==> src/design/rv_pkg.sv <==
package rv_pkg;

  localparam int xlen       = 32;
  localparam int reg_addr_w = 5;
  localparam logic [xlen-1:0] reset_pc = 32'h8000_0000;

  typedef logic [xlen-1:0]       word_t;
  typedef logic [reg_addr_w-1:0] reg_addr_t;

  // major opcodes, inst[6:0]
  typedef enum logic [6:0] {
    op_lui    = 7'b011_0111,
    op_auipc  = 7'b001_0111,
    op_jal    = 7'b110_1111,
    op_jalr   = 7'b110_0111,
    op_branch = 7'b110_0011,
    op_load   = 7'b000_0011,
    op_store  = 7'b010_0011,
    op_imm    = 7'b001_0011,
    op_reg    = 7'b011_0011,
    op_system = 7'b111_0011
  } opcode_e;

  typedef enum logic [3:0] {
    alu_add, alu_sub, alu_sll, alu_slt, alu_sltu,
    alu_xor, alu_srl, alu_sra, alu_or, alu_and
  } alu_op_e;

  typedef enum logic [1:0] {
    wb_alu,
    wb_mem,
    wb_link, // pc+4 for jal/jalr
    wb_imm   // lui
  } wb_sel_e;

  typedef struct packed {
    reg_addr_t  rs1;
    reg_addr_t  rs2;
    reg_addr_t  rd;
    word_t      imm;
    logic [2:0] funct3;
    alu_op_e    alu_op;
    logic       src_a_pc;  // operand a is pc, not rs1
    logic       src_b_imm; // operand b is imm, not rs2
    logic       reg_we;
    logic       mem_read;
    logic       mem_write;
    logic       is_branch;
    logic       is_jal;
    logic       is_jalr;
    wb_sel_e    wb_sel;
  } decoded_t;

  typedef struct packed {
    word_t      addr;  // word address, bits 1:0 cleared
    word_t      wdata; // already on its byte lanes
    logic [3:0] wmask;
    logic       re;
    logic       we;
  } dmem_req_t;

endpackage

==> src/design/rv_decoder.sv <==
module rv_decoder (
  input  rv_pkg::word_t    inst,
  output rv_pkg::decoded_t dec
);

  rv_pkg::opcode_e opcode;
  rv_pkg::word_t   imm_i, imm_s, imm_b, imm_j, imm_u, imm_sh;
  rv_pkg::alu_op_e f3_op;
  logic [2:0]      funct3;
  logic            alt;      // funct7 bit 5

  assign opcode = rv_pkg::opcode_e'(inst[6:0]);
  assign funct3 = inst[14:12];
  assign alt    = inst[30];

  // sign extended immediates
  assign imm_i  = {{20{inst[31]}}, inst[31:20]};
  assign imm_s  = {{20{inst[31]}}, inst[31:25], inst[11:7]};
  assign imm_b  = {{19{inst[31]}}, inst[31], inst[7], inst[30:25], inst[11:8], 1'b0};
  assign imm_j  = {{11{inst[31]}}, inst[31], inst[19:12], inst[20], inst[30:21], 1'b0};
  assign imm_u  = {inst[31:12], 12'h000};
  assign imm_sh = {27'b0, inst[24:20]}; // slli/srli/srai shamt

  // funct3 to alu op, sub only for the register form
  always_comb begin
    case (funct3)
      3'b000:  f3_op = (alt && opcode == rv_pkg::op_reg) ? rv_pkg::alu_sub : rv_pkg::alu_add;
      3'b001:  f3_op = rv_pkg::alu_sll;
      3'b010:  f3_op = rv_pkg::alu_slt;
      3'b011:  f3_op = rv_pkg::alu_sltu;
      3'b100:  f3_op = rv_pkg::alu_xor;
      3'b101:  f3_op = alt ? rv_pkg::alu_sra : rv_pkg::alu_srl;
      3'b110:  f3_op = rv_pkg::alu_or;
      default: f3_op = rv_pkg::alu_and;
    endcase
  end

  always_comb begin
    dec        = '0;
    dec.rs1    = inst[19:15];
    dec.rs2    = inst[24:20];
    dec.rd     = inst[11:7];
    dec.funct3 = funct3;
    dec.alu_op = rv_pkg::alu_add;
    dec.wb_sel = rv_pkg::wb_alu;
    case (opcode)
      rv_pkg::op_lui: begin
        dec.imm    = imm_u;
        dec.reg_we = 1'b1;
        dec.wb_sel = rv_pkg::wb_imm;
      end
      rv_pkg::op_auipc: begin
        dec.imm       = imm_u;
        dec.src_a_pc  = 1'b1;
        dec.src_b_imm = 1'b1;
        dec.reg_we    = 1'b1;
      end
      rv_pkg::op_jal: begin
        dec.imm       = imm_j;
        dec.src_a_pc  = 1'b1;
        dec.src_b_imm = 1'b1;
        dec.reg_we    = 1'b1;
        dec.is_jal    = 1'b1;
        dec.wb_sel    = rv_pkg::wb_link;
      end
      rv_pkg::op_jalr: begin
        dec.imm       = imm_i;
        dec.src_b_imm = 1'b1;
        dec.reg_we    = 1'b1;
        dec.is_jalr   = 1'b1;
        dec.wb_sel    = rv_pkg::wb_link;
      end
      rv_pkg::op_branch: begin
        // alu forms the target, compare is done apart
        dec.imm       = imm_b;
        dec.src_a_pc  = 1'b1;
        dec.src_b_imm = 1'b1;
        dec.is_branch = 1'b1;
      end
      rv_pkg::op_load: begin
        dec.imm       = imm_i;
        dec.src_b_imm = 1'b1;
        dec.reg_we    = 1'b1;
        dec.mem_read  = 1'b1;
        dec.wb_sel    = rv_pkg::wb_mem;
      end
      rv_pkg::op_store: begin
        dec.imm       = imm_s;
        dec.src_b_imm = 1'b1;
        dec.mem_write = 1'b1;
      end
      rv_pkg::op_imm: begin
        dec.imm       = (funct3 == 3'b001 || funct3 == 3'b101) ? imm_sh : imm_i;
        dec.src_b_imm = 1'b1;
        dec.alu_op    = f3_op;
        dec.reg_we    = 1'b1;
      end
      rv_pkg::op_reg: begin
        dec.alu_op = f3_op;
        dec.reg_we = 1'b1;
      end
      rv_pkg::op_system: ; // no trap here, plain pc+4
      default: ;           // unknown opcode, nothing enabled
    endcase
  end

endmodule

==> src/design/rv_regfile.sv <==
module rv_regfile (
  input  logic              clk,
  input  logic              arst_n,
  input  logic              we,
  input  rv_pkg::reg_addr_t waddr,
  input  rv_pkg::word_t     wdata,
  input  rv_pkg::reg_addr_t raddr_a,
  input  rv_pkg::reg_addr_t raddr_b,
  output rv_pkg::word_t     rdata_a,
  output rv_pkg::word_t     rdata_b
);

  rv_pkg::word_t regs [1:31]; // x0 has no storage

  always_ff @(posedge clk or negedge arst_n) begin
    if (!arst_n) begin
      for (int i = 1; i < 32; i++) begin
        regs[i] <= '0;
      end
    end else if (we && waddr != '0) begin
      regs[waddr] <= wdata;
    end
  end

  assign rdata_a = (raddr_a == '0) ? '0 : regs[raddr_a];
  assign rdata_b = (raddr_b == '0) ? '0 : regs[raddr_b];

endmodule

==> src/design/rv_alu.sv <==
module rv_alu (
  input  rv_pkg::decoded_t dec,
  input  rv_pkg::word_t    pc,
  input  rv_pkg::word_t    rs1_data,
  input  rv_pkg::word_t    rs2_data,
  output rv_pkg::word_t    result,
  output logic             branch_taken
);

  rv_pkg::word_t op_a, op_b;
  logic [4:0]    shamt;
  logic [32:0]   cmp_diff; // rs1 - rs2 with borrow on top
  logic          eq, lt, ltu;
  logic          cond;

  assign op_a  = dec.src_a_pc ? pc : rs1_data;
  assign op_b  = dec.src_b_imm ? dec.imm : rs2_data;
  assign shamt = op_b[4:0];

  always_comb begin
    case (dec.alu_op)
      rv_pkg::alu_add:  result = op_a + op_b;
      rv_pkg::alu_sub:  result = op_a - op_b;
      rv_pkg::alu_sll:  result = op_a << shamt;
      rv_pkg::alu_slt:  result = {31'b0, $signed(op_a) < $signed(op_b)};
      rv_pkg::alu_sltu: result = {31'b0, op_a < op_b};
      rv_pkg::alu_xor:  result = op_a ^ op_b;
      rv_pkg::alu_srl:  result = op_a >> shamt;
      rv_pkg::alu_sra:  result = $unsigned($signed(op_a) >>> shamt);
      rv_pkg::alu_or:   result = op_a | op_b;
      rv_pkg::alu_and:  result = op_a & op_b;
      default:          result = '0;
    endcase
  end

  // branch compare, own subtractor so the alu can form the target
  assign cmp_diff = {1'b0, rs1_data} - {1'b0, rs2_data};
  assign eq       = (cmp_diff[31:0] == '0);
  assign ltu      = cmp_diff[32];
  assign lt       = (rs1_data[31] ^ rs2_data[31]) ? rs1_data[31] : cmp_diff[31];

  always_comb begin
    case (dec.funct3)
      3'b000:  cond = eq;   // beq
      3'b001:  cond = !eq;  // bne
      3'b100:  cond = lt;   // blt
      3'b101:  cond = !lt;  // bge
      3'b110:  cond = ltu;  // bltu
      3'b111:  cond = !ltu; // bgeu
      default: cond = 1'b0;
    endcase
  end

  assign branch_taken = dec.is_branch & cond;

endmodule

==> src/design/rv_lsu.sv <==
module rv_lsu (
  input  rv_pkg::decoded_t  dec,
  input  rv_pkg::word_t     addr,
  input  rv_pkg::word_t     rs2_data,
  input  rv_pkg::word_t     dmem_rdata,
  output rv_pkg::dmem_req_t dmem_req,
  output rv_pkg::word_t     load_data
);

  logic [1:0]    off;
  logic [4:0]    lane_shift;
  logic          aligned;
  logic [3:0]    size_mask;
  rv_pkg::word_t lane;

  assign off        = addr[1:0];
  assign lane_shift = {off, 3'b000};

  // funct3[1:0] gives the access size
  always_comb begin
    case (dec.funct3[1:0])
      2'b00: begin
        aligned   = 1'b1;
        size_mask = 4'b0001;
      end
      2'b01: begin
        aligned   = !off[0];
        size_mask = 4'b0011;
      end
      2'b10: begin
        aligned   = (off == 2'b00);
        size_mask = 4'b1111;
      end
      default: begin // no 64-bit access
        aligned   = 1'b0;
        size_mask = 4'b0000;
      end
    endcase
  end

  always_comb begin
    dmem_req.addr  = {addr[31:2], 2'b00};
    dmem_req.wdata = rs2_data << lane_shift;
    dmem_req.we    = dec.mem_write & aligned;
    dmem_req.re    = dec.mem_read & aligned;
    dmem_req.wmask = dmem_req.we ? (size_mask << off) : 4'b0000;
  end

  assign lane = dmem_rdata >> lane_shift; // selected lane now at bit 0

  always_comb begin
    load_data = '0;
    if (aligned) begin
      case (dec.funct3)
        3'b000:  load_data = {{24{lane[7]}}, lane[7:0]};   // lb
        3'b001:  load_data = {{16{lane[15]}}, lane[15:0]}; // lh
        3'b010:  load_data = lane;                         // lw
        3'b100:  load_data = {24'b0, lane[7:0]};           // lbu
        3'b101:  load_data = {16'b0, lane[15:0]};          // lhu
        default: load_data = '0;
      endcase
    end
  end

endmodule

==> src/design/rv_core_top.sv <==
module rv_core_top (
  input  logic              clk,
  input  logic              arst_n,
  input  rv_pkg::word_t     inst,
  output rv_pkg::word_t     pc,
  output rv_pkg::dmem_req_t dmem_req,
  input  rv_pkg::word_t     dmem_rdata
);

  rv_pkg::decoded_t  dec;
  rv_pkg::word_t     rs1_data, rs2_data;
  rv_pkg::word_t     alu_result;
  logic              branch_taken;
  rv_pkg::word_t     load_data;
  rv_pkg::dmem_req_t lsu_req;
  rv_pkg::word_t     pc_plus4;
  rv_pkg::word_t     next_pc;
  rv_pkg::word_t     wb_data;

  assign pc_plus4 = pc + 32'd4;

  always_comb begin
    if (dec.is_jalr) begin
      next_pc = {alu_result[31:1], 1'b0}; // jalr drops bit 0
    end else if (dec.is_jal || branch_taken) begin
      next_pc = alu_result;
    end else begin
      next_pc = pc_plus4;
    end
  end

  always_ff @(posedge clk or negedge arst_n) begin
    if (!arst_n) begin
      pc <= rv_pkg::reset_pc;
    end else begin
      pc <= next_pc;
    end
  end

  always_comb begin
    case (dec.wb_sel)
      rv_pkg::wb_alu:  wb_data = alu_result;
      rv_pkg::wb_mem:  wb_data = load_data;
      rv_pkg::wb_link: wb_data = pc_plus4;
      rv_pkg::wb_imm:  wb_data = dec.imm;
      default:         wb_data = alu_result;
    endcase
  end

  // no memory traffic while held in reset
  always_comb begin
    dmem_req    = lsu_req;
    dmem_req.re = lsu_req.re & arst_n;
    dmem_req.we = lsu_req.we & arst_n;
  end

  rv_decoder u_decoder (
    .inst (inst),
    .dec  (dec)
  );

  rv_regfile u_regfile (
    .clk     (clk),
    .arst_n  (arst_n),
    .we      (dec.reg_we),
    .waddr   (dec.rd),
    .wdata   (wb_data),
    .raddr_a (dec.rs1),
    .raddr_b (dec.rs2),
    .rdata_a (rs1_data),
    .rdata_b (rs2_data)
  );

  rv_alu u_alu (
    .dec          (dec),
    .pc           (pc),
    .rs1_data     (rs1_data),
    .rs2_data     (rs2_data),
    .result       (alu_result),
    .branch_taken (branch_taken)
  );

  rv_lsu u_lsu (
    .dec        (dec),
    .addr       (alu_result),
    .rs2_data   (rs2_data),
    .dmem_rdata (dmem_rdata),
    .dmem_req   (lsu_req),
    .load_data  (load_data)
  );

endmodule

==> config.mk <==
export PLATFORM = sky130hd
export DESIGN_NAME = rv_core_top
export DESIGN_NICKNAME = d
export VERILOG_FILES = /design/src/design/rv_pkg.sv /design/src/design/rv_decoder.sv /design/src/design/rv_regfile.sv /design/src/design/rv_alu.sv /design/src/design/rv_lsu.sv /design/src/design/rv_core_top.sv
export SDC_FILE = /design/constraint.sdc
export NUM_CORES = 2
export LEC_CHECK = 0
export ABC_AREA = 1
export BUFFER_PORTS_ARGS = -buffer_cell sky130_fd_sc_hd__buf_2
export CELL_PAD_IN_SITES_DETAIL_PLACEMENT = 1
export CELL_PAD_IN_SITES_GLOBAL_PLACEMENT = 1
export CORE_ASPECT_RATIO = 1.1
export CORE_MARGIN = 2
export CORE_UTILIZATION = 25
export CTS_CLUSTER_SIZE = 14
export DETAILED_ROUTE_END_ITERATION = 10
export PLACE_DENSITY_LB_ADDON = 0.1
export SKIP_CTS_REPAIR_TIMING = 1
export SYNTH_ARGS = -nofsm -noshare
export SYNTH_HDL_FRONTEND = slang
export SYNTH_HIERARCHICAL = 1
export SYNTH_SLANG_ARGS = --single-unit
==> constraint.sdc <==
create_clock -name clk -period 16.3 [get_ports clk]
set_input_delay 2.445 -clock clk [delete_from_list [all_inputs] [get_ports clk]]
set_output_delay 2.445 -clock clk [all_outputs]
set_load 0.005 [all_outputs]
# Yosys cells after proc, flatten, opt, wreduce, memory -nomap -nowiden
# Index checks and enable logic that the tools add are counted.
word_totals:
  ff_bits: 1024
  in_bits: 66
  out_inout_bits: 102
  word_cells: 154
classes:
  addsub: 4
  n_lt_le_gt_ge: 6
  eq_ne: 30
  shift: 6
  muxes: 39
  bitwise: 12
  n_reduce_logical: 25
op_table:
  columns: ["op", "n"]
  rows:
  - ["bitwise mux 992 bit", 1]
  - ["two-way mux 32 bit", 13]
  - ["binary-select mux 32 bit (select 5 bit)", 2]
  - ["one-hot mux 32 bit (10 select lines)", 1]
  - ["one-hot mux 32 bit (6 select lines)", 1]
  - ["demux 32 bit (select 5 bit)", 1]
  - ["one-hot mux 32 bit (5 select lines)", 1]
  - ["one-hot mux 32 bit (4 select lines)", 1]
  - ["< comparator 32 bit", 2]
  - ["<< shifter 32 x 5 -> 32 bit", 2]
  - ["right shift 32 x 5 -> 32 bit", 2]
  - ["subtractor 32 x 32 -> 33 bit", 1]
  - ["adder 32 x 3 -> 32 bit, second input constant", 1]
  - ["adder 32 bit", 1]
  - ["bitwise AND 32 bit", 1]
  - ["zero test 32 bit", 1]
  - ["OR 32 bit", 1]
  - [">>> shifter 32 x 5 -> 32 bit", 1]
  - ["subtractor 32 bit", 1]
  - ["XOR 32 bit", 1]
  - ["one-hot mux 4 bit (7 select lines)", 1]
  - ["== test 7 x 6 -> 1 bit, second input constant", 3]
  - ["== test 7 bit, second input constant", 3]
  - [">= comparator 6 bit, second input constant", 3]
  - ["other kinds (33)", 76]

# Logic depth before layout (Yosys ltp)
logic_depth:
  word_depth: 13
  ltp_mapped: 51

# Hierarchy
# Netlist, hierarchy kept.
by_module_without_submodules:
  columns: ["mod", "instances", "cells_each", "area_each_um2"]
  rows:
  - ["rv_regfile", 1, 9221, 58324.7]
  - ["rv_alu", 1, 2477, 12464.5]
  - ["rv_core_top", 1, 458, 2847.7]
  - ["rv_lsu", 1, 366, 1863.0]
  - ["rv_decoder", 1, 265, 1224.9]

# Worst setup path after synthesis
# No wires, ideal clock.
synth_path:
  path_kind: "input to output"
  startpoint: "input inst[20]"
  endpoint: "output dmem_req[1] (netlist name)"
  t_arrival_ns: 7.183
  required_ns: 13.855
  slack_ns: 6.672
  stages: 37
  cell_sequence: "buf_4 > buf_2 > nor2_1 > clkbuf_1 > buf_1 > a21oi_1 > nand3_1 > nand3_1 > nand3_1 > nand2_1 > o21a_1 > buf_4 > inv_4 > buf_2 > buf_2 > ha_1 > inv_2 > nand2_1 > nand2_1 > o21ai_0 > o21ai_1 > nand2_1 > nand2_1 > nand3_1 > nand3_1 > nand3_1 > nand2_1 > nand2_1 > nand3_1 > o2111ai_1 > buf_4 > a21oi_1 > nand2_2 > buf_2 > nor2_1 > nand2_1 > inv_1"
synth_lines:
  columns: ["item", "line_no", "text"]
  rows:
  - ["from (decl)", "rv_core_top.sv:4", "input rv_pkg::word_t inst,"]
  - ["to (decl)", "rv_core_top.sv:6", "output rv_pkg::dmem_req_t dmem_req,"]

==> results.md <==
- Leading cell type in the layout, fill and taps excluded: sky130_fd_sc_hd__nand2_1
- RSZ-0062 raised after global routing: no
- Width of the chip: 532 um
- Max stage delay cell, worst path: sky130_fd_sc_hd__buf_4
- Count of TritonRoute iterations in the first routing pass: 5
- Syn-to-layout area delta: 12.0%
- Crit-path max FO: 62
- Top library cells by usage in the layout, fill and taps aside: sky130_fd_sc_hd__nand2_1 (5760), sky130_fd_sc_hd__inv_1 (1467), sky130_fd_sc_hd__nand3_1 (1399)
- Startpoint of the worst-slack reg-to-reg timing path: u_regfile/regs[898]$_DFFE_PN0P_
- Global route hottest layer: met2
- Number of distinct library cells after synthesis: 72
- I/O pins: around 170
- Per-instance average area after synthesis: 6.00 um2
- EDFF count, synth: 0
- CTS root buffer: sky130_fd_sc_hd__clkbuf_16
- Leakage power: 43.5 nW
- DRT iter0 DRCs: 7304
- Clock net sink count: 1024
- Antenna violations before repair: 34
- Required time at the endpoint of the critical path: 13.86 ns
- Critical Path Start: inst[20]
- Global-route wire length before repair: 649 mm
- Syn. warnings: 6
- Worst Slack Setup Final: 3.33 ns
- Total non-filler cell area in the finished layout: ~86000 um2
- Total global-route track usage: 0.285
- Die Height: 585 um
- Total die area: around 310000 um2
- Sort of element at the end of the critical path: primary output
- Clock slew seen by the registers of the worst setup and hold paths: 0.05 ns
- Via count of the first global-routing pass: 85561
- Share of layout cells above drive strength 1: 0.0647
- Fraction of met1 tracks used by global routing: 0.393
- Worst setup path class: primary input to primary output
- WL/cell: 27.2 um
- Status: complete, no violations
- CTS tree: yes
- Startpoint of the worst hold path: u_regfile/regs[561]$_DFFE_PN0P_
- Kind of start point of the critical path: primary input
- Final setup violation count: 0
- Reported max-cap violation count: 0
- Signal arrival time at the worst endpoint: 10.53 ns
- Total wire length after detailed routing: 454 mm
- Number of design rule violations left after detail routing: 0
- Worst Hold Class: flip-flop to flip-flop
- Largest delay contributor family on the critical path: buffers and inverters
- Flip-flop and latch count after synthesis: just over 1000
- Clock insertion delay at the later pin of the skew report: approximately 0.84 ns
- Peak clock frequency supported by timing: roughly 77 MHz
- Cells on Worst Hold Path: 2
- Worst stage delay on the critical path: 0.68 ns
- Clock buffers created by TritonCTS: 147
- Number of endpoints with negative hold slack in the final report: 0
- Most frequently used flop master after synthesis: sky130_fd_sc_hd__dfrtp_1
- Max transition margin: 0.106
- Share of the cycle needed by the critical path after routing: 0.796
- HPWL after detailed placement: between 300 and 400 mm
- Stages on worst setup path: 29
- M2 GR Usage: 0.463
- Slew of the pin with the lowest slew margin: 1.34 ns
- Routability Congestion: 0.966
- Synthesized cell area: 76700 um2
- CTS H-tree depth: 4
- Cells after synthesis: 12787
- Via-per-instance ratio: between 5 and 6
- Effective utilization at floorplan: 0.251
- Async SR Flop Fraction: 1.00
- Worst path bufs/invs: 9
- Final setup skew: roughly 0.07 ns
- Port bufs: 165
- Remaining number of nets flagged by the antenna check after routing: 0
- Buffers from clock root to sink, at most: 4
- Depth of the most critical reg-to-reg path: 37
- Tmin final: 12.97 ns
- Most frequent CP cell: sky130_fd_sc_hd__nand2_1
- Total Negative Setup Slacks: 0 ns
- Final net count: 12687
- Met3 usage in global routing: 0.0302
- Cell Area, Placed: 81300 um2
- Std-Cell Rows: 213
- Total congestion overflow after global routing: 0
- Vias: 85042
- Number of pins exceeding their max-slew limit in the final report: 0
- Power density over the cells: between 100 and 150 nW/um2
- Post-place setup slack: 3.45 ns
- Core region area: 306000 um2
- Max VDD drop: roughly 0.000074 V
- Pin count of the biggest net entering global routing: around 120
- Share of synthesized area occupied by flip-flops and latches: 0.334
## Yosys cell counts, types with 24 or more instances
| library cell | instances | share of area |
|---|---|---|
| sky130_fd_sc_hd__inv_1 | 1470 | 0.072 |
| sky130_fd_sc_hd__clkbuf_1 | 546 | 0.027 |
| sky130_fd_sc_hd__nor2_1 | 392 | 0.019 |
| sky130_fd_sc_hd__a21oi_1 | 391 | 0.026 |
| sky130_fd_sc_hd__nand3_1 | 1403 | 0.092 |
| sky130_fd_sc_hd__o21ai_2 | 24 | 0.0027 |
| sky130_fd_sc_hd__buf_1 | 61 | 0.0030 |
| sky130_fd_sc_hd__inv_2 | 29 | 0.0014 |
| sky130_fd_sc_hd__nand2_1 | 5782 | 0.28 |
| sky130_fd_sc_hd__nand4_1 | 50 | 0.0041 |
| sky130_fd_sc_hd__buf_2 | 157 | 0.010 |
| sky130_fd_sc_hd__nor3_1 | 38 | 0.0025 |
| sky130_fd_sc_hd__ha_1 | 134 | 0.022 |
| sky130_fd_sc_hd__dfrtp_1 | 1023 | 0.33 |
| sky130_fd_sc_hd__buf_4 | 65 | 0.0064 |
| sky130_fd_sc_hd__o21ai_0 | 777 | 0.051 |
| sky130_fd_sc_hd__o21ai_1 | 99 | 0.0065 |
## cell type report
cell class / instances / area, um2
Fill cell: 39147 / 220000
Multi-Input combinational cell: 9420 / 42100
Sequential cell: 1024 / 25600
Inverter: 1501 / 5670
Tap cell: 4085 / 5110
Clock buffer: 218 / 4290
Timing Repair Buffer: 389 / 2800
Clock inverter: 28 / 307
Antenna cell: 9 / 22.5
## where the power goes
group	internal, W	leakage [nW]	total, W	switching [W]
sequential	0.00275	13.8	0.00296	0.000215
clock	0.00190	2.26	0.00322	0.00132
combinational	0.000697	27.4	0.00295	0.00225
total	0.00535	43.5	0.00913	0.00378
## routing by layer
layer,wire [um],vias to the layer above
li1,-,39088
met1,210000,43013
met2,205000,2361
met3,21700,572
met4,16600,8
met5,34,-
## tightest hold or removal path, delay by kind of cell, from the launching register on
family	cells	cell delay (ns)
and+or+nand+nor	2	0.10
DFF	1	0.34
## kinds of logic (layout without fill, tap and decap cells)
logic type	count (synthesis)	after routing	share of synthesized area
AND/OR/NAND/NOR	7762	7762	0.411
buffers and inverters	2344	2136	0.122
AO/OA/AOI/OAI	1486	1486	0.106
flip-flops	1024	1024	0.334
adder cells (fa/ha/maj)	138	138	0.0229
XOR/XNOR	19	19	0.00236
multiplexers	13	13	0.00170
other	1	11	0.0000489
## sequential cells by signal (all words and copies together) (netlist names)
signal          cells
pc                 32
u_regfile/regs    992
## worst paths after layout
kind	to	slack, ns
max	dmem_req[32]	3.33
min	u_regfile/regs[561]$_DFFE_PN0P_	0.47
max reg2reg	u_regfile/regs[497]$_DFFE_PN0P_	7.50
min reg2reg	u_regfile/regs[561]$_DFFE_PN0P_	0.47
max in group asynchronous	u_regfile/regs[756]$_DFFE_PN0P_	10.39
min in group asynchronous	u_regfile/regs[193]$_DFFE_PN0P_	1.54
## per-stage QoR
| step | cells | total power, W | hold WS, ns | util |
|---|---|---|---|---|
| 2_1_floorplan | 12788 | 0.00453 | 0.442 | - |
| 3_3_place_gp | 16419 | 0.00588 | 0.453 | 0.266 |
| 3_5_place_dp | 16419 | 0.00592 | 0.458 | 0.266 |
| 4_1_cts | 16665 | 0.00919 | 0.472 | 0.281 |
| 5_1_grt | 16667 | 0.00957 | 0.493 | 0.281 |
| 6_report | 16674 | 0.00913 | 0.471 | 0.281 |
Power figures use the tool's default switching activity.
